[config.mk]
export PLATFORM = sky130hd
export DESIGN_NAME = vectorLane
export DESIGN_NICKNAME = d
export VERILOG_FILES = /design/src/source/tpuPkg.sv /design/src/source/laneDecode.sv /design/src/source/bypassBuffer.sv /design/src/source/registerFile.sv /design/src/source/laneExecute.sv /design/src/source/laneResult.sv /design/src/source/vectorLane.sv
export SDC_FILE = /design/constraint.sdc
export NUM_CORES = 2
export LEC_CHECK = 0
export ABC_AREA = 0
export CAP_MARGIN = 20
export CORE_ASPECT_RATIO = 0.75
export CORE_MARGIN = 2
export CORE_UTILIZATION = 34
export CTS_CLUSTER_SIZE = 16
export DETAILED_ROUTE_END_ITERATION = 10
export DONT_BUFFER_PORTS = 1
export PLACE_DENSITY = 0.5
export REMOVE_ABC_BUFFERS = 1
export SETUP_SLACK_MARGIN = 0.5
export SKIP_CTS_REPAIR_TIMING = 1
export SLEW_MARGIN = 20
export SYNTH_ARGS = -nofsm -noshare
export SYNTH_HDL_FRONTEND = slang
export SYNTH_SLANG_ARGS = --single-unit
[constraint.sdc]
create_clock -name clock -period 13.1 [get_ports clock]
set_input_delay 0.655 -clock clock [delete_from_list [all_inputs] [get_ports clock]]
set_output_delay 0.655 -clock clock [all_outputs]
set_load 0.03 [all_outputs]
[src/source/tpuPkg.sv]
// Shared sizes, opcode enum and packed structs for the scalar lane
// Instruction, source reference, operand bundle, write-back and result

package tpuPkg;

	////////////////////////////////////////////////////////////////////////////
	// Sizes
	////////////////////////////////////////////////////////////////////////////

	localparam int DATA_WIDTH      = 16;
	localparam int REG_COUNT       = 16;
	localparam int REG_INDEX_WIDTH = 4;
	localparam int BUFF_SIZE       = 8;
	localparam int BUFF_PTR_WIDTH  = 3;
	localparam int RETIRE_LEVEL    = 4;	// Occupancy above which retire is forced
	localparam int SRC_COUNT       = 3;	// Source operands per instruction

	typedef logic [DATA_WIDTH-1:0]      data_t;
	typedef logic [REG_INDEX_WIDTH-1:0] regIndex_t;

	typedef enum logic [2:0] {
		opLoad,	// Immediate write
		opAdd,
		opSub,
		opMul,	// Low half of product
		opMadd,	// a*b+c, low half
		opMax,	// Signed
		opAnd,
		opNop
	} opcode_t;

	////////////////////////////////////////////////////////////////////////////
	// Packed bundles
	////////////////////////////////////////////////////////////////////////////

	typedef struct packed {
		opcode_t   opcode;
		regIndex_t dst;
		regIndex_t src1;
		regIndex_t src2;
		regIndex_t src3;
		data_t     imm;
	} instr_t;

	typedef struct packed {
		logic      used;
		regIndex_t index;
	} srcRef_t;

	// Decode to execute
	typedef struct packed {
		opcode_t   opcode;
		regIndex_t dst;
		data_t     a;
		data_t     b;
		data_t     c;
		data_t     imm;
	} operands_t;

	typedef struct packed {
		logic      valid;
		regIndex_t dst;
		data_t     data;
	} writeBack_t;

	typedef struct packed {
		regIndex_t dst;
		data_t     data;
		logic      zero;
		logic      negative;
	} laneResult_t;

endpackage

[src/source/laneDecode.sv]
// Lane decode stage
// Source usage, pending-register scoreboard, issue gating, operand register

`timescale 1ns/1ps

module laneDecode (
	input  logic              clock,
	input  logic              reset,
	input  logic              issueValid,
	input  tpuPkg::instr_t    instr,
	input  logic              full,
	input  tpuPkg::writeBack_t writeBack,
	output tpuPkg::srcRef_t   srcRef1,
	output tpuPkg::srcRef_t   srcRef2,
	output tpuPkg::srcRef_t   srcRef3,
	input  tpuPkg::data_t     srcData1,
	input  tpuPkg::data_t     srcData2,
	input  tpuPkg::data_t     srcData3,
	output logic              issueReady,
	output tpuPkg::operands_t operands,
	output logic              operandsValid
);
	import tpuPkg::*;

	logic                 useAB;
	logic                 useC;
	logic                 writesDst;
	logic                 hazard;
	logic                 accept;
	logic [REG_COUNT-1:0] pending;
	logic [REG_COUNT-1:0] pendingNow;	// After this cycle's write-back
	logic [REG_COUNT-1:0] clearMask;
	logic [REG_COUNT-1:0] setMask;

	always_comb begin
		useAB = 1'b1;
		useC  = 1'b0;
		case (instr.opcode)
			opLoad, opNop: useAB = 1'b0;
			opMadd:        useC = 1'b1;
			default:       ;
		endcase
	end

	assign writesDst = (instr.opcode != opNop);
	assign srcRef1   = '{used: useAB, index: instr.src1};
	assign srcRef2   = '{used: useAB, index: instr.src2};
	assign srcRef3   = '{used: useC, index: instr.src3};

	always_comb begin
		for (int r = 0; r < REG_COUNT; r++) begin
			clearMask[r] = writeBack.valid & (writeBack.dst == REG_INDEX_WIDTH'(r));
		end
	end

	always_comb begin
		for (int r = 0; r < REG_COUNT; r++) begin
			setMask[r] = accept & writesDst & (instr.dst == REG_INDEX_WIDTH'(r));
		end
	end

	assign pendingNow = pending & ~clearMask;
	assign hazard     = (srcRef1.used & pendingNow[srcRef1.index])
		| (srcRef2.used & pendingNow[srcRef2.index])
		| (srcRef3.used & pendingNow[srcRef3.index])
		| (writesDst & pendingNow[instr.dst]);	// WAW hold
	assign issueReady = ~full & ~hazard;
	assign accept     = issueValid & issueReady;

	always_ff @(posedge clock) begin
		if (reset) begin
			pending       <= '0;
			operandsValid <= 1'b0;
		end else begin
			pending       <= pendingNow | setMask;
			operandsValid <= accept;
		end
	end

	always_ff @(posedge clock) begin
		if (accept) begin
			operands <= '{opcode: instr.opcode, dst: instr.dst, a: srcData1,
				b: srcData2, c: srcData3, imm: instr.imm};
		end
	end

endmodule

[src/source/bypassBuffer.sv]
// Bypass buffer of recent write-backs
// Newest-match forwarding for three sources, oldest-first retirement
// into the register file

`timescale 1ns/1ps

module bypassBuffer (
	input  logic               clock,
	input  logic               reset,
	input  tpuPkg::writeBack_t store,
	input  logic               issued,
	input  tpuPkg::srcRef_t    srcRef1,
	input  tpuPkg::srcRef_t    srcRef2,
	input  tpuPkg::srcRef_t    srcRef3,
	input  tpuPkg::data_t      regData1,
	input  tpuPkg::data_t      regData2,
	input  tpuPkg::data_t      regData3,
	output tpuPkg::data_t      srcData1,
	output tpuPkg::data_t      srcData2,
	output tpuPkg::data_t      srcData3,
	output tpuPkg::writeBack_t retire,
	output logic               full
);
	import tpuPkg::*;

	// Ring storage
	logic [BUFF_SIZE-1:0]    entryValid;
	regIndex_t               entryIndex [BUFF_SIZE];
	data_t                   entryData  [BUFF_SIZE];

	logic [BUFF_PTR_WIDTH-1:0] wrPtr;
	logic [BUFF_PTR_WIDTH-1:0] rdPtr;
	logic [BUFF_PTR_WIDTH:0]   count;
	logic [BUFF_PTR_WIDTH-1:0] slot;

	logic doStore;
	logic doRetire;

	srcRef_t              srcList [SRC_COUNT];
	data_t                regList [SRC_COUNT];
	data_t                fwdList [SRC_COUNT];
	logic [BUFF_SIZE-1:0] match   [SRC_COUNT];

	assign srcList[0] = srcRef1;
	assign srcList[1] = srcRef2;
	assign srcList[2] = srcRef3;
	assign regList[0] = regData1;
	assign regList[1] = regData2;
	assign regList[2] = regData3;

	////////////////////////////////////////////////////////////////////////////
	// Forwarding
	////////////////////////////////////////////////////////////////////////////

	always_comb begin
		slot = '0;
		for (int s = 0; s < SRC_COUNT; s++) begin
			fwdList[s] = regList[s];
			for (int i = 0; i < BUFF_SIZE; i++) begin
				match[s][i] = entryValid[i] & srcList[s].used
					& (entryIndex[i] == srcList[s].index);
			end
			// Oldest slot first so the newest match is taken last
			for (int k = BUFF_SIZE; k > 0; k--) begin
				slot = wrPtr - BUFF_PTR_WIDTH'(k);
				if (match[s][slot]) begin
					fwdList[s] = entryData[slot];
				end
			end
			// Write-back landing this cycle is newer than any entry
			if (store.valid & srcList[s].used & (store.dst == srcList[s].index)) begin
				fwdList[s] = store.data;
			end
		end
	end

	assign srcData1 = fwdList[0];
	assign srcData2 = fwdList[1];
	assign srcData3 = fwdList[2];

	////////////////////////////////////////////////////////////////////////////
	// Store and retire
	////////////////////////////////////////////////////////////////////////////

	assign doStore  = store.valid;
	assign doRetire = (count != '0)
		& ((count > (BUFF_PTR_WIDTH + 1)'(RETIRE_LEVEL)) | ~issued);

	assign retire = '{valid: doRetire, dst: entryIndex[rdPtr], data: entryData[rdPtr]};
	assign full   = (count >= (BUFF_PTR_WIDTH + 1)'(BUFF_SIZE - 1));	// Room for one in flight

	always_ff @(posedge clock) begin
		if (reset) begin
			entryValid <= '0;
			wrPtr      <= '0;
			rdPtr      <= '0;
			count      <= '0;
		end else begin
			if (doRetire) begin
				entryValid[rdPtr] <= 1'b0;
				rdPtr             <= rdPtr + 1'b1;
			end
			if (doStore) begin
				entryValid[wrPtr] <= 1'b1;
				wrPtr             <= wrPtr + 1'b1;
			end
			case ({doStore, doRetire})
				2'b10:   count <= count + 1'b1;
				2'b01:   count <= count - 1'b1;
				default: ;
			endcase
		end
	end

	always_ff @(posedge clock) begin
		if (doStore) begin
			entryIndex[wrPtr] <= store.dst;
			entryData[wrPtr]  <= store.data;
		end
	end

endmodule

[src/source/registerFile.sv]
// Architectural register file, 16 x 16 bits
// Three asynchronous read ports, one write port fed by buffer retirement

`timescale 1ns/1ps

module registerFile (
	input  logic               clock,
	input  logic               reset,
	input  tpuPkg::writeBack_t retire,
	input  tpuPkg::srcRef_t    srcRef1,
	input  tpuPkg::srcRef_t    srcRef2,
	input  tpuPkg::srcRef_t    srcRef3,
	output tpuPkg::data_t      regData1,
	output tpuPkg::data_t      regData2,
	output tpuPkg::data_t      regData3
);
	import tpuPkg::*;

	data_t regs [REG_COUNT];

	always_ff @(posedge clock) begin
		if (reset) begin
			for (int r = 0; r < REG_COUNT; r++) begin
				regs[r] <= '0;
			end
		end else if (retire.valid) begin
			regs[retire.dst] <= retire.data;
		end
	end

	// Unused sources read as zero
	assign regData1 = srcRef1.used ? regs[srcRef1.index] : '0;
	assign regData2 = srcRef2.used ? regs[srcRef2.index] : '0;
	assign regData3 = srcRef3.used ? regs[srcRef3.index] : '0;

endmodule

[src/source/laneExecute.sv]
// Two-stage integer datapath
// Stage one forms product or immediate plus the simple results,
// stage two adds the accumulator and selects by opcode

`timescale 1ns/1ps

module laneExecute (
	input  logic              clock,
	input  logic              reset,
	input  tpuPkg::operands_t operands,
	input  logic              operandsValid,
	output logic              execValid,
	output tpuPkg::regIndex_t execDst,
	output tpuPkg::data_t     execData
);
	import tpuPkg::*;

	logic      s1Valid;
	opcode_t   s1Opcode;
	regIndex_t s1Dst;
	data_t     s1Prod;	// Product, or immediate for opLoad
	data_t     s1Sum;
	data_t     s1Diff;
	data_t     s1And;
	data_t     s1Max;
	data_t     s1C;
	data_t     selData;

	////////////////////////////////////////////////////////////////////////////
	// Stage one
	////////////////////////////////////////////////////////////////////////////

	always_ff @(posedge clock) begin
		if (reset) begin
			s1Valid <= 1'b0;
		end else begin
			s1Valid <= operandsValid & (operands.opcode != opNop);
		end
	end

	always_ff @(posedge clock) begin
		s1Opcode <= operands.opcode;
		s1Dst    <= operands.dst;
		s1Prod   <= (operands.opcode == opLoad) ? operands.imm : operands.a * operands.b;
		s1Sum    <= operands.a + operands.b;
		s1Diff   <= operands.a - operands.b;
		s1And    <= operands.a & operands.b;
		s1Max    <= ($signed(operands.a) > $signed(operands.b)) ? operands.a : operands.b;
		s1C      <= operands.c;
	end

	////////////////////////////////////////////////////////////////////////////
	// Stage two
	////////////////////////////////////////////////////////////////////////////

	always_comb begin
		case (s1Opcode)
			opLoad, opMul: selData = s1Prod;
			opMadd:        selData = s1Prod + s1C;	// Wraps at 16 bits
			opAdd:         selData = s1Sum;
			opSub:         selData = s1Diff;
			opMax:         selData = s1Max;
			opAnd:         selData = s1And;
			default:       selData = '0;
		endcase
	end

	always_ff @(posedge clock) begin
		if (reset) execValid <= 1'b0;
		else       execValid <= s1Valid;
	end

	always_ff @(posedge clock) begin
		execDst  <= s1Dst;
		execData <= selData;
	end

endmodule

[src/source/laneResult.sv]
// Result stage
// Result register, zero and negative flags, write-back forming

`timescale 1ns/1ps

module laneResult (
	input  logic               clock,
	input  logic               reset,
	input  logic               execValid,
	input  tpuPkg::regIndex_t  execDst,
	input  tpuPkg::data_t      execData,
	output tpuPkg::writeBack_t writeBack,
	output tpuPkg::laneResult_t result,
	output logic               resultValid
);
	import tpuPkg::*;

	regIndex_t resDst;
	data_t     resData;
	logic      zeroFlag;
	logic      negFlag;

	always_ff @(posedge clock) begin
		if (reset) begin
			resultValid <= 1'b0;
		end else begin
			resultValid <= execValid;
		end
	end

	always_ff @(posedge clock) begin
		resDst  <= execDst;
		resData <= execData;
	end

	assign zeroFlag = (resData == '0);
	assign negFlag  = resData[DATA_WIDTH-1];	// Sign bit

	// Same registered value feeds the buffer and the lane output
	assign writeBack = '{valid: resultValid, dst: resDst, data: resData};
	assign result    = '{dst: resDst, data: resData, zero: zeroFlag, negative: negFlag};

endmodule

[src/source/vectorLane.sv]
// Scalar lane top level
// Decode, bypass buffer, register file, execute and result stages

`timescale 1ns/1ps

module vectorLane (
	input  logic                clock,
	input  logic                reset,
	input  logic                issueValid,
	input  tpuPkg::instr_t      instr,
	output logic                issueReady,
	output tpuPkg::laneResult_t result,
	output logic                resultValid
);
	import tpuPkg::*;

	srcRef_t    srcRef1, srcRef2, srcRef3;
	data_t      regData1, regData2, regData3;
	data_t      srcData1, srcData2, srcData3;
	writeBack_t writeBack;
	writeBack_t retire;
	operands_t  operands;
	logic       operandsValid;
	logic       full;
	logic       issued;
	logic       execValid;
	regIndex_t  execDst;
	data_t      execData;

	assign issued = issueValid & issueReady;	// Accept condition

	laneDecode decode_inst (.clock(clock), .reset(reset), .issueValid(issueValid),
		.instr(instr), .full(full), .writeBack(writeBack), .srcRef1(srcRef1),
		.srcRef2(srcRef2), .srcRef3(srcRef3), .srcData1(srcData1), .srcData2(srcData2),
		.srcData3(srcData3), .issueReady(issueReady), .operands(operands),
		.operandsValid(operandsValid));

	bypassBuffer buffer_inst (.clock(clock), .reset(reset), .store(writeBack),
		.issued(issued), .srcRef1(srcRef1), .srcRef2(srcRef2), .srcRef3(srcRef3),
		.regData1(regData1), .regData2(regData2), .regData3(regData3),
		.srcData1(srcData1), .srcData2(srcData2), .srcData3(srcData3),
		.retire(retire), .full(full));

	registerFile regFile_inst (.clock(clock), .reset(reset), .retire(retire),
		.srcRef1(srcRef1), .srcRef2(srcRef2), .srcRef3(srcRef3),
		.regData1(regData1), .regData2(regData2), .regData3(regData3));

	laneExecute execute_inst (.clock(clock), .reset(reset), .operands(operands),
		.operandsValid(operandsValid), .execValid(execValid), .execDst(execDst),
		.execData(execData));

	laneResult result_inst (.clock(clock), .reset(reset), .execValid(execValid),
		.execDst(execDst), .execData(execData), .writeBack(writeBack),
		.result(result), .resultValid(resultValid));

endmodule

After elaboration in Yosys (flattened, before gate mapping)
Memory sizes are Yosys's and may differ from the RTL's. A register that Yosys moved wholly into a read port is not among the register bits.
Cells that the tools add are included.
W data, S select, Z words.
{"block": "word_totals", "n_memories": 3, "in_bits": 38, "output_inout_bits": 24, "register_bits": 252, "mem_bits_rw": 416}
{"memory": "regFile_inst.regs", "depth": 16, "word_bits": 16, "rd": 3, "rd_ports_with_merged_regs": 0, "wr": 16, "line": "registerFile.sv:19", "source": "data_t regs [REG_COUNT];"}
{"memory": "buffer_inst.entryData", "depth": 8, "word_bits": 16, "rd": 9, "rd_ports_with_merged_regs": 2, "wr": 1, "line": "bypassBuffer.sv:29", "source": "data_t entryData [BUFF_SIZE];"}
{"memory": "buffer_inst.entryIndex", "depth": 8, "word_bits": 4, "rd": 9, "rd_ports_with_merged_regs": 1, "wr": 1, "line": "bypassBuffer.sv:28", "source": "regIndex_t entryIndex [BUFF_SIZE];"}
{"block": "op_classes", "mul": 1, "bitwise_logic": 100, "n_eq_ne": 69, "mux": 115, "magnitude_cmp": 18, "add_sub_neg": 14, "n_reduce_logical": 13}
{"op": "$mux W16", "count": 33}
{"op": "$eq A4 B4 Y1", "count": 27}
{"op": "$pmux W16 S6", "count": 1}
{"op": "$and A1 B1 Y1", "count": 86}
{"op": "$bmux W1 S3", "count": 24}
{"op": "$eq A4 B4 Y1 const B", "count": 16}
{"op": "$mux W1", "count": 40}
{"op": "$lt A3 B4 Y1 const B", "count": 9}
{"op": "$add A16 B16 Y16", "count": 2}
{"op": "$and A16 B16 Y16", "count": 2}
{"op": "$eq A4 B3 Y1 const B", "count": 8}
{"op": "$mux W8", "count": 3}
{"op": "$lt A4 B5 Y1 const B", "count": 4}
{"op": "$mux W3", "count": 6}
{"op": "$bmux W1 S4", "count": 4}
{"op": "$eq A4 B2 Y1 const B", "count": 4}
{"op": "$gt A16 B16 Y1", "count": 1}
{"op": "$logic_not A16 Y1", "count": 1}
{"op": "$mul A16 B16 Y16", "count": 1}
{"op": "$not A16 Y16", "count": 1}
{"op": "$or A16 B16 Y16", "count": 1}
{"op": "$reduce_or A16 Y1", "count": 1}
{"op": "$sub A16 B16 Y16", "count": 1}
{"op": "$eq A3 B3 Y1 const B", "count": 5}
{"op": "29 further kinds", "count": 49}

Depth between registers and ports, before layout
{"block": "depth", "word_depth": 21, "mapped_depth": 23, "depth_no_buf": 22}

Cells and area by module
A second synthesis with hierarchy kept.
{"block": "unflattened", "cells_unflattened": 4612, "hier_area_um2": 50325.8}
{"module": "bypassBuffer", "seq_area_each_um2": 5285.1, "area_per_inst_um2": 19852.8, "cells_per_inst": 1961, "instances": 1}
{"module": "registerFile", "seq_area_each_um2": 7687.4, "area_per_inst_um2": 16304.4, "cells_per_inst": 1278, "instances": 1}
{"module": "laneExecute", "seq_area_each_um2": 2482.4, "area_per_inst_um2": 9674.3, "cells_per_inst": 1052, "instances": 1}
{"module": "laneDecode", "seq_area_each_um2": 2472.4, "area_per_inst_um2": 3854.9, "cells_per_inst": 270, "instances": 1}
{"module": "laneResult", "seq_area_each_um2": 420.4, "area_per_inst_um2": 633.1, "cells_per_inst": 50, "instances": 1}
{"module": "vectorLane", "seq_area_each_um2": 0.0, "area_per_inst_um2": 6.3, "cells_per_inst": 1, "instances": 1}

Least setup slack after synthesis
No wires, ideal clock.
{"block": "synth_timing", "path_type": "register to register", "from": "reg result_inst.resDst[0]", "to": "reg buffer_inst.count[3]", "t_required_ns": 13.030, "path_slack_ns": 5.045, "arrival_ns": 7.985, "stages_incl_launch_ff": 17, "path_cell_list": "dfxtp_1 -> clkbuf_1 -> or3b_1 -> o21ai_0 -> mux4_2 -> a2bb2oi_1 -> a211o_1 -> nor4b_2 -> a21o_1 -> inv_1 -> ha_1 -> ha_1 -> a21o_1 -> a21oi_1 -> xnor2_1 -> or3_1 -> a21oi_1"}
{"block": "synth_between", "elab_chain_len": 18}
{"element": "start: declaration", "line": "laneResult.sv:18", "source": "regIndex_t resDst;"}
{"element": "start signal: assignment", "line": "laneResult.sv:32", "source": "resDst <= execDst;"}
{"element": "$eq A4 B1 Y1, or another cell as far along", "line": "laneDecode.sv:52", "source": "clearMask[r] = writeBack.valid & (writeBack.dst == REG_INDEX_WIDTH'(r));"}
{"element": "$and A1 B1 Y1", "line": "laneDecode.sv:52"}
{"element": "$not A16 Y16 (*)", "line": "laneDecode.sv:62", "source": "assign pendingNow = pending & ~clearMask;"}
{"element": "$and A16 B16 Y16 (*)", "line": "laneDecode.sv:62"}
{"element": "$bmux W1 S4 (on tied branches)", "line": "laneDecode.sv:63, laneDecode.sv:64"}
{"element": "$mux W1 (on tied branches)", "line": "laneDecode.sv:63, laneDecode.sv:64"}
{"element": "$and A1 B1 Y1 (on tied branches)", "line": "laneDecode.sv:63, laneDecode.sv:64"}
{"element": "$or A1 B1 Y1", "line": "laneDecode.sv:64", "source": "| (srcRef2.used & pendingNow[srcRef2.index])"}
{"element": "[... 3 more ...]"}
{"element": "$and A1 B1 Y1 (*)", "line": "laneDecode.sv:67", "source": "assign issueReady = ~full & ~hazard;"}
{"element": "$and A1 B1 Y1 (*)", "line": "vectorLane.sv:30", "source": "assign issued = issueValid & issueReady;"}
{"element": "net buffer_inst.issued", "line": "bypassBuffer.sv:11", "source": "input logic issued,"}
{"element": "$not A1 Y1 (*)", "line": "bypassBuffer.sv:87", "source": "& ((count > (BUFF_PTR_WIDTH + 1)'(RETIRE_LEVEL)) | ~issued);"}
{"element": "$or A1 B1 Y1 (*)", "line": "bypassBuffer.sv:87"}
{"element": "$and A1 B1 Y1 (*)", "line": "bypassBuffer.sv:87"}
{"element": "$eq A2 B1 Y1 / $eq A2 B2 Y1 (equally long branches)", "line": "bypassBuffer.sv:107", "source": "case ({doStore, doRetire})"}
{"element": "$pmux W4 S2 / $reduce_bool A2 Y1 (equally long branches)"}
{"element": "end signal: assignment", "line": "bypassBuffer.sv:108", "source": "2'b10: count <= count + 1'b1;"}
{"element": "end signal: assignment", "line": "bypassBuffer.sv:109", "source": "2'b01: count <= count - 1'b1;"}
{"element": "end: declaration", "line": "bypassBuffer.sv:33", "source": "logic [BUFF_PTR_WIDTH:0] count;"}
The timed path passes the listed nets; every way through them passes the cells marked *. The select of a mux whose other input is x is not followed.
A chain may end at the register's enable or synchronous reset.

Final worst setup path
{"block": "layout_timing", "from": "reg buffer_inst.wrPtr[1]", "to": "reg, netlist name decode_inst.operands[61]"}
{"block": "layout_between", "elab_chain_len": 11}
{"element": "start: declaration", "line": "bypassBuffer.sv:31", "source": "logic [BUFF_PTR_WIDTH-1:0] wrPtr;"}
{"element": "start signal: assignment", "line": "bypassBuffer.sv:105", "source": "wrPtr <= wrPtr + 1'b1;"}
{"element": "$sub A3 B3 Y3 / $bmux W1 S3 (equally long branches)", "line": "bypassBuffer.sv:65, bypassBuffer.sv:66"}
{"element": "$bmux W1 S3 / $mux W1 (equally long branches)", "line": "bypassBuffer.sv:66", "source": "if (match[s][slot]) begin"}
{"element": "$mux W1 (not written as such) / $mux W16 (equally long branches)", "line": "bypassBuffer.sv:66"}
{"element": "$mux W16 (6 in a row)", "line": "bypassBuffer.sv:66"}
{"element": "$mux W16 (*)", "line": "bypassBuffer.sv:66"}
{"element": "$mux W16 (*)", "line": "bypassBuffer.sv:71", "source": "if (store.valid & srcList[s].used & (store.dst == srcList[s].index)) begin"}
{"element": "net buffer_inst.srcData1[13]", "line": "bypassBuffer.sv:18", "source": "output tpuPkg::data_t srcData1,"}
Marks and branches as above.

==> flow_summary_export.csv <==
group,metric,value,unit
routing,antenna_left,0,
setup_path,crit_type,"reg -> reg",
cts,clkLatencyLatePin,0.70,ns
timing,setup_viol,0,
global_route,grt_overflow_total,0,
timing,fin_crit_sh,0.466,
power,irDropWorstVdd,0.000189,V
setup_path,reg2regPathDepth,13,
finish,synthToLayoutAreaGrowth,10.2,%
cts,cts.clk_slew.worst_paths,0.06,ns
timing,skew,0.0374,ns
setup_path,reg2reg_to,"decode_inst.operands[61]",
timing,rsz0062_at_grt,"no",
routing,num_vias,36876,
logic_synthesis,postSynth.asyncResetShare,0,
global_route,grt_pass1_wl,265,mm
floorplan,die_area,143000,sq um
timing,drv_slew,0,
global_route,antenna_found_initial,3,
routing,drc_errors,0,
cts,cts_tree,"yes",
floorplan,boundaryPins,62,
logic_synthesis,synth_edf_count,487,
logic_synthesis,ys_warn_count,0,
routing,wirelength,185,mm
place,hpwlAfterDp,122,mm
logic_synthesis,ys_seq_area_frac,0.385,
finish,final_cells,5913,
floorplan,die_x,437,um
cts,cts-root-buf,"clkbuf_16",
logic_synthesis,yosys.area.top_type_share,0.307,
timing,finalHoldViolCount,0,
routing,drt_iter0_drc,5205,
logic_synthesis,synth_cells,4110,
timing,tns,0,ns
setup_path,crit_path_max_fanout,49,
routing,wl_per_cell,31.3,um
routing,m1WireLength,83.4,mm
setup_path,end_kind,"flop",
logic_synthesis,avgSynthCellArea,11.6,sq um
worst_hold_path,hold-path-endpoint,"buffer_inst.entryValid[2]",
flow_run,max_cap_violations,0,
place,dp_cells,5759,
timing,worst_pin_slew,1.22,ns
routing,vias_per_cell,6.24,
worst_hold_path,min_path_cells,1,
place,port_buffers,0,
global_route,grt_pass1_vias,35201,
finish,finalNetCount,4215,
floorplan,rows,118,
power,p_per_area,142,nW/um^2
place,place_congestion,0.969,
setup_path,cp_data_arrival_time,6.55,ns
worst_hold_path,min_from,"reset",
global_route,grt_max_degree,78,
run_status,outcome,"finished clean",
routing,firstDrtPassIters,6,
setup_path,ff2ff_setup_slack,7.00,ns
global_route,grt_usage,0.254,
floorplan,die_h,328,um
power,leakagePower,18.3,nW
routing,wl_met3,22.7,mm
setup_path,cp.required,13.54,ns
cts,cts_made_buffers,81,
routing,wl_met2,74.1,mm
finish,drive_above_1_share,0.210,
routing,routed.top_layer,"met5",
logic_synthesis,synthDistinctLibCells,86,
cts,clock_sinks,673,
timing,fmaxAchievable,164,MHz
cts,htree_levels,3,
worst_hold_path,hold_class,"in -> reg",
logic_synthesis,synth_area,47700,sq um
setup_path,rr_startpoint,"buffer_inst.wrPtr[1]",
logic_synthesis,yosysTopAreaCell,"edfxtp_1",
setup_path,start_kind,"flop",
timing,slew_headroom,0.186,
finish,post-route-util,0.379,
timing,fin_crit,6.10,ns
floorplan,core,139000,sq um
logic_synthesis,ys_top_cells_by_area,"edfxtp_1, mux4_2, dfxtp_1, fa_1, nor2_1",
cts,cts_buffer_depth,3,
floorplan,start_util,0.344,
logic_synthesis,synth_flop_cell,"edfxtp_1",
logic_synthesis,ys_seq_elements,673,
==> cells by family (layout without fill, tap and decap cells) <==
family | count (synthesis) | after routing | synth area share
AO/OA/AOI/OAI | 612 | 612 | 0.0885
XOR/XNOR | 199 | 199 | 0.0365
adder cells (fa/ha/maj) | 194 | 194 | 0.0641
buffers and inverters | 520 | 461 | 0.0437
flip-flops | 673 | 673 | 0.385
multiplexers | 688 | 688 | 0.269
other | 0 | 2 | 0
AND/OR/NAND/NOR | 1224 | 1224 | 0.113
==> registers in the layout, indices dropped and copies added, names as in the netlist, 32 cells and up, named ones only <==
name                    count
decode_inst.operands       71
buffer_inst.entryData     128
buffer_inst.entryIndex     32
regFile_inst.regs         256
==> area by class of cell <==
class / instances / area [sq um]
sequential: 673 / 18400
clock inverter: 55 / 677
multi-input combinational: 2917 / 27500
inverter: 208 / 781
antenna: 2 / 5.00
fill: 13296 / 86100
timing repair buffer: 102 / 768
clock buffer: 96 / 2190
tap: 1860 / 2330
==> per-layer routing <==
metal	vias to the layer above	global-route usage
met2	2373	0.346
met5	-	0
met4	2	0.0646
li1	15344	-
met3	248	0.0715
met1	18909	0.392
==> cell usage in the layout (no fill, tap or decap), types with 13 or more instances in the layout <==
| cell | n |
|---|---|
| xnor2_1 | 151 |
| a21o_1 | 37 |
| edfxtp_1 | 487 |
| and2_1 | 55 |
| clkinv_2 | 15 |
| o211ai_1 | 17 |
| nand4_1 | 32 |
| o21bai_1 | 13 |
| nor2_1 | 430 |
| xor2_1 | 44 |
| and3_1 | 17 |
| a211oi_1 | 16 |
| a22oi_1 | 22 |
| nor2b_1 | 29 |
| mux4_2 | 467 |
| buf_4 | 101 |
| nand2_1 | 421 |
| o2111ai_1 | 13 |
| nand3_1 | 93 |
| o22ai_1 | 64 |
| ha_1 | 108 |
| nor4_1 | 18 |
| a22o_1 | 15 |
| a2111oi_0 | 14 |
| nor3_1 | 51 |
| o21ai_0 | 118 |
| dfxtp_1 | 178 |
| or3_1 | 14 |
| o221ai_1 | 25 |
| clkbuf_16 | 86 |
| a21oi_1 | 110 |
| mux2_2 | 85 |
| fa_1 | 84 |
| a31oi_1 | 15 |
| inv_1 | 198 |
| mux2i_1 | 133 |
| nand2b_1 | 16 |
==> stage by stage <==
stage / total power, W / setup slack [ns] / hold WS, ns / cell area [sq um]
2_1_floorplan: 0.00438 / -1.99 / 0.310 / 46400
3_3_place_gp: 0.00504 / 7.15 / 0.311 / 49700
3_5_place_dp: 0.00507 / 7.13 / 0.312 / 49700
4_1_cts: 0.00752 / 7.12 / -0.00609 / 52500
5_1_grt: 0.00790 / 6.67 / 0.000704 / 52600
6_report: 0.00748 / 7.00 / 0.0491 / 52600
==> worst max-delay path, cell delays in order (launching register included) <==
cell	delay, ns
dfxtp_4	0.85
inv_1	0.09
buf_4	0.27
ha_4	0.81
clkinv_1	0.78
nand4_1	0.30
o22ai_1	0.09
nand2_1	0.09
nand4_1	0.56
or4b_4	0.92
a311oi_1	0.28
a2111oi_0	0.12
a311o_1	0.35
a221o_1	0.33
==> report_power, final <==
part | internal, W | switching (W) | total [W]
clock | 0.00143 | 0.00102 | 0.00245
combinational | 0.00101 | 0.00129 | 0.00230
sequential | 0.00253 | 0.000195 | 0.00273
total | 0.00497 | 0.00250 | 0.00748
==> worst max-delay path by stage <==
stage                               startpoint                       end  slack (ns)  cells past startpoint
after floorplan           buffer_inst.wrPtr[0]  decode_inst.operands[17]       -1.99                     10
after global placement    buffer_inst.wrPtr[1]  decode_inst.operands[39]        7.15                     11
after detailed placement  buffer_inst.wrPtr[1]  decode_inst.operands[61]        7.13                     13
after CTS                 buffer_inst.wrPtr[1]  decode_inst.operands[61]        7.12                     13
after global routing      buffer_inst.wrPtr[1]  decode_inst.operands[61]        6.67                     12
final                     buffer_inst.wrPtr[1]  decode_inst.operands[61]        7.00                     13
==> cells in the mapped netlist (10+ instances only) <==
| master | count |
|---|---|
| a2111oi_0 | 16 |
| a211oi_1 | 18 |
| a21o_1 | 37 |
| a21oi_1 | 110 |
| a221o_1 | 11 |
| a222oi_1 | 11 |
| a22o_1 | 15 |
| a22oi_1 | 22 |
| a31oi_1 | 16 |
| and2_1 | 56 |
| and3_1 | 17 |
| buf_1 | 41 |
| buf_2 | 83 |
| clkbuf_1 | 182 |
| dfxtp_1 | 186 |
| edfxtp_1 | 487 |
| fa_1 | 84 |
| ha_1 | 110 |
| inv_1 | 204 |
| mux2_2 | 85 |
| mux2i_1 | 135 |
| mux4_2 | 467 |
| nand2_1 | 425 |
| nand2b_1 | 16 |
| nand3_1 | 93 |
| nand4_1 | 32 |
| nor2_1 | 431 |
| nor2b_1 | 29 |
| nor3_1 | 55 |
| nor4_1 | 19 |
| o2111ai_1 | 13 |
| o211ai_1 | 17 |
| o21ai_0 | 118 |
| o21bai_1 | 13 |
| o221ai_1 | 25 |
| o22ai_1 | 64 |
| o311ai_0 | 11 |
| o31ai_1 | 10 |
| or3_1 | 14 |
| xnor2_1 | 153 |
| xor2_1 | 46 |
(Power assumes the default switching activity.)
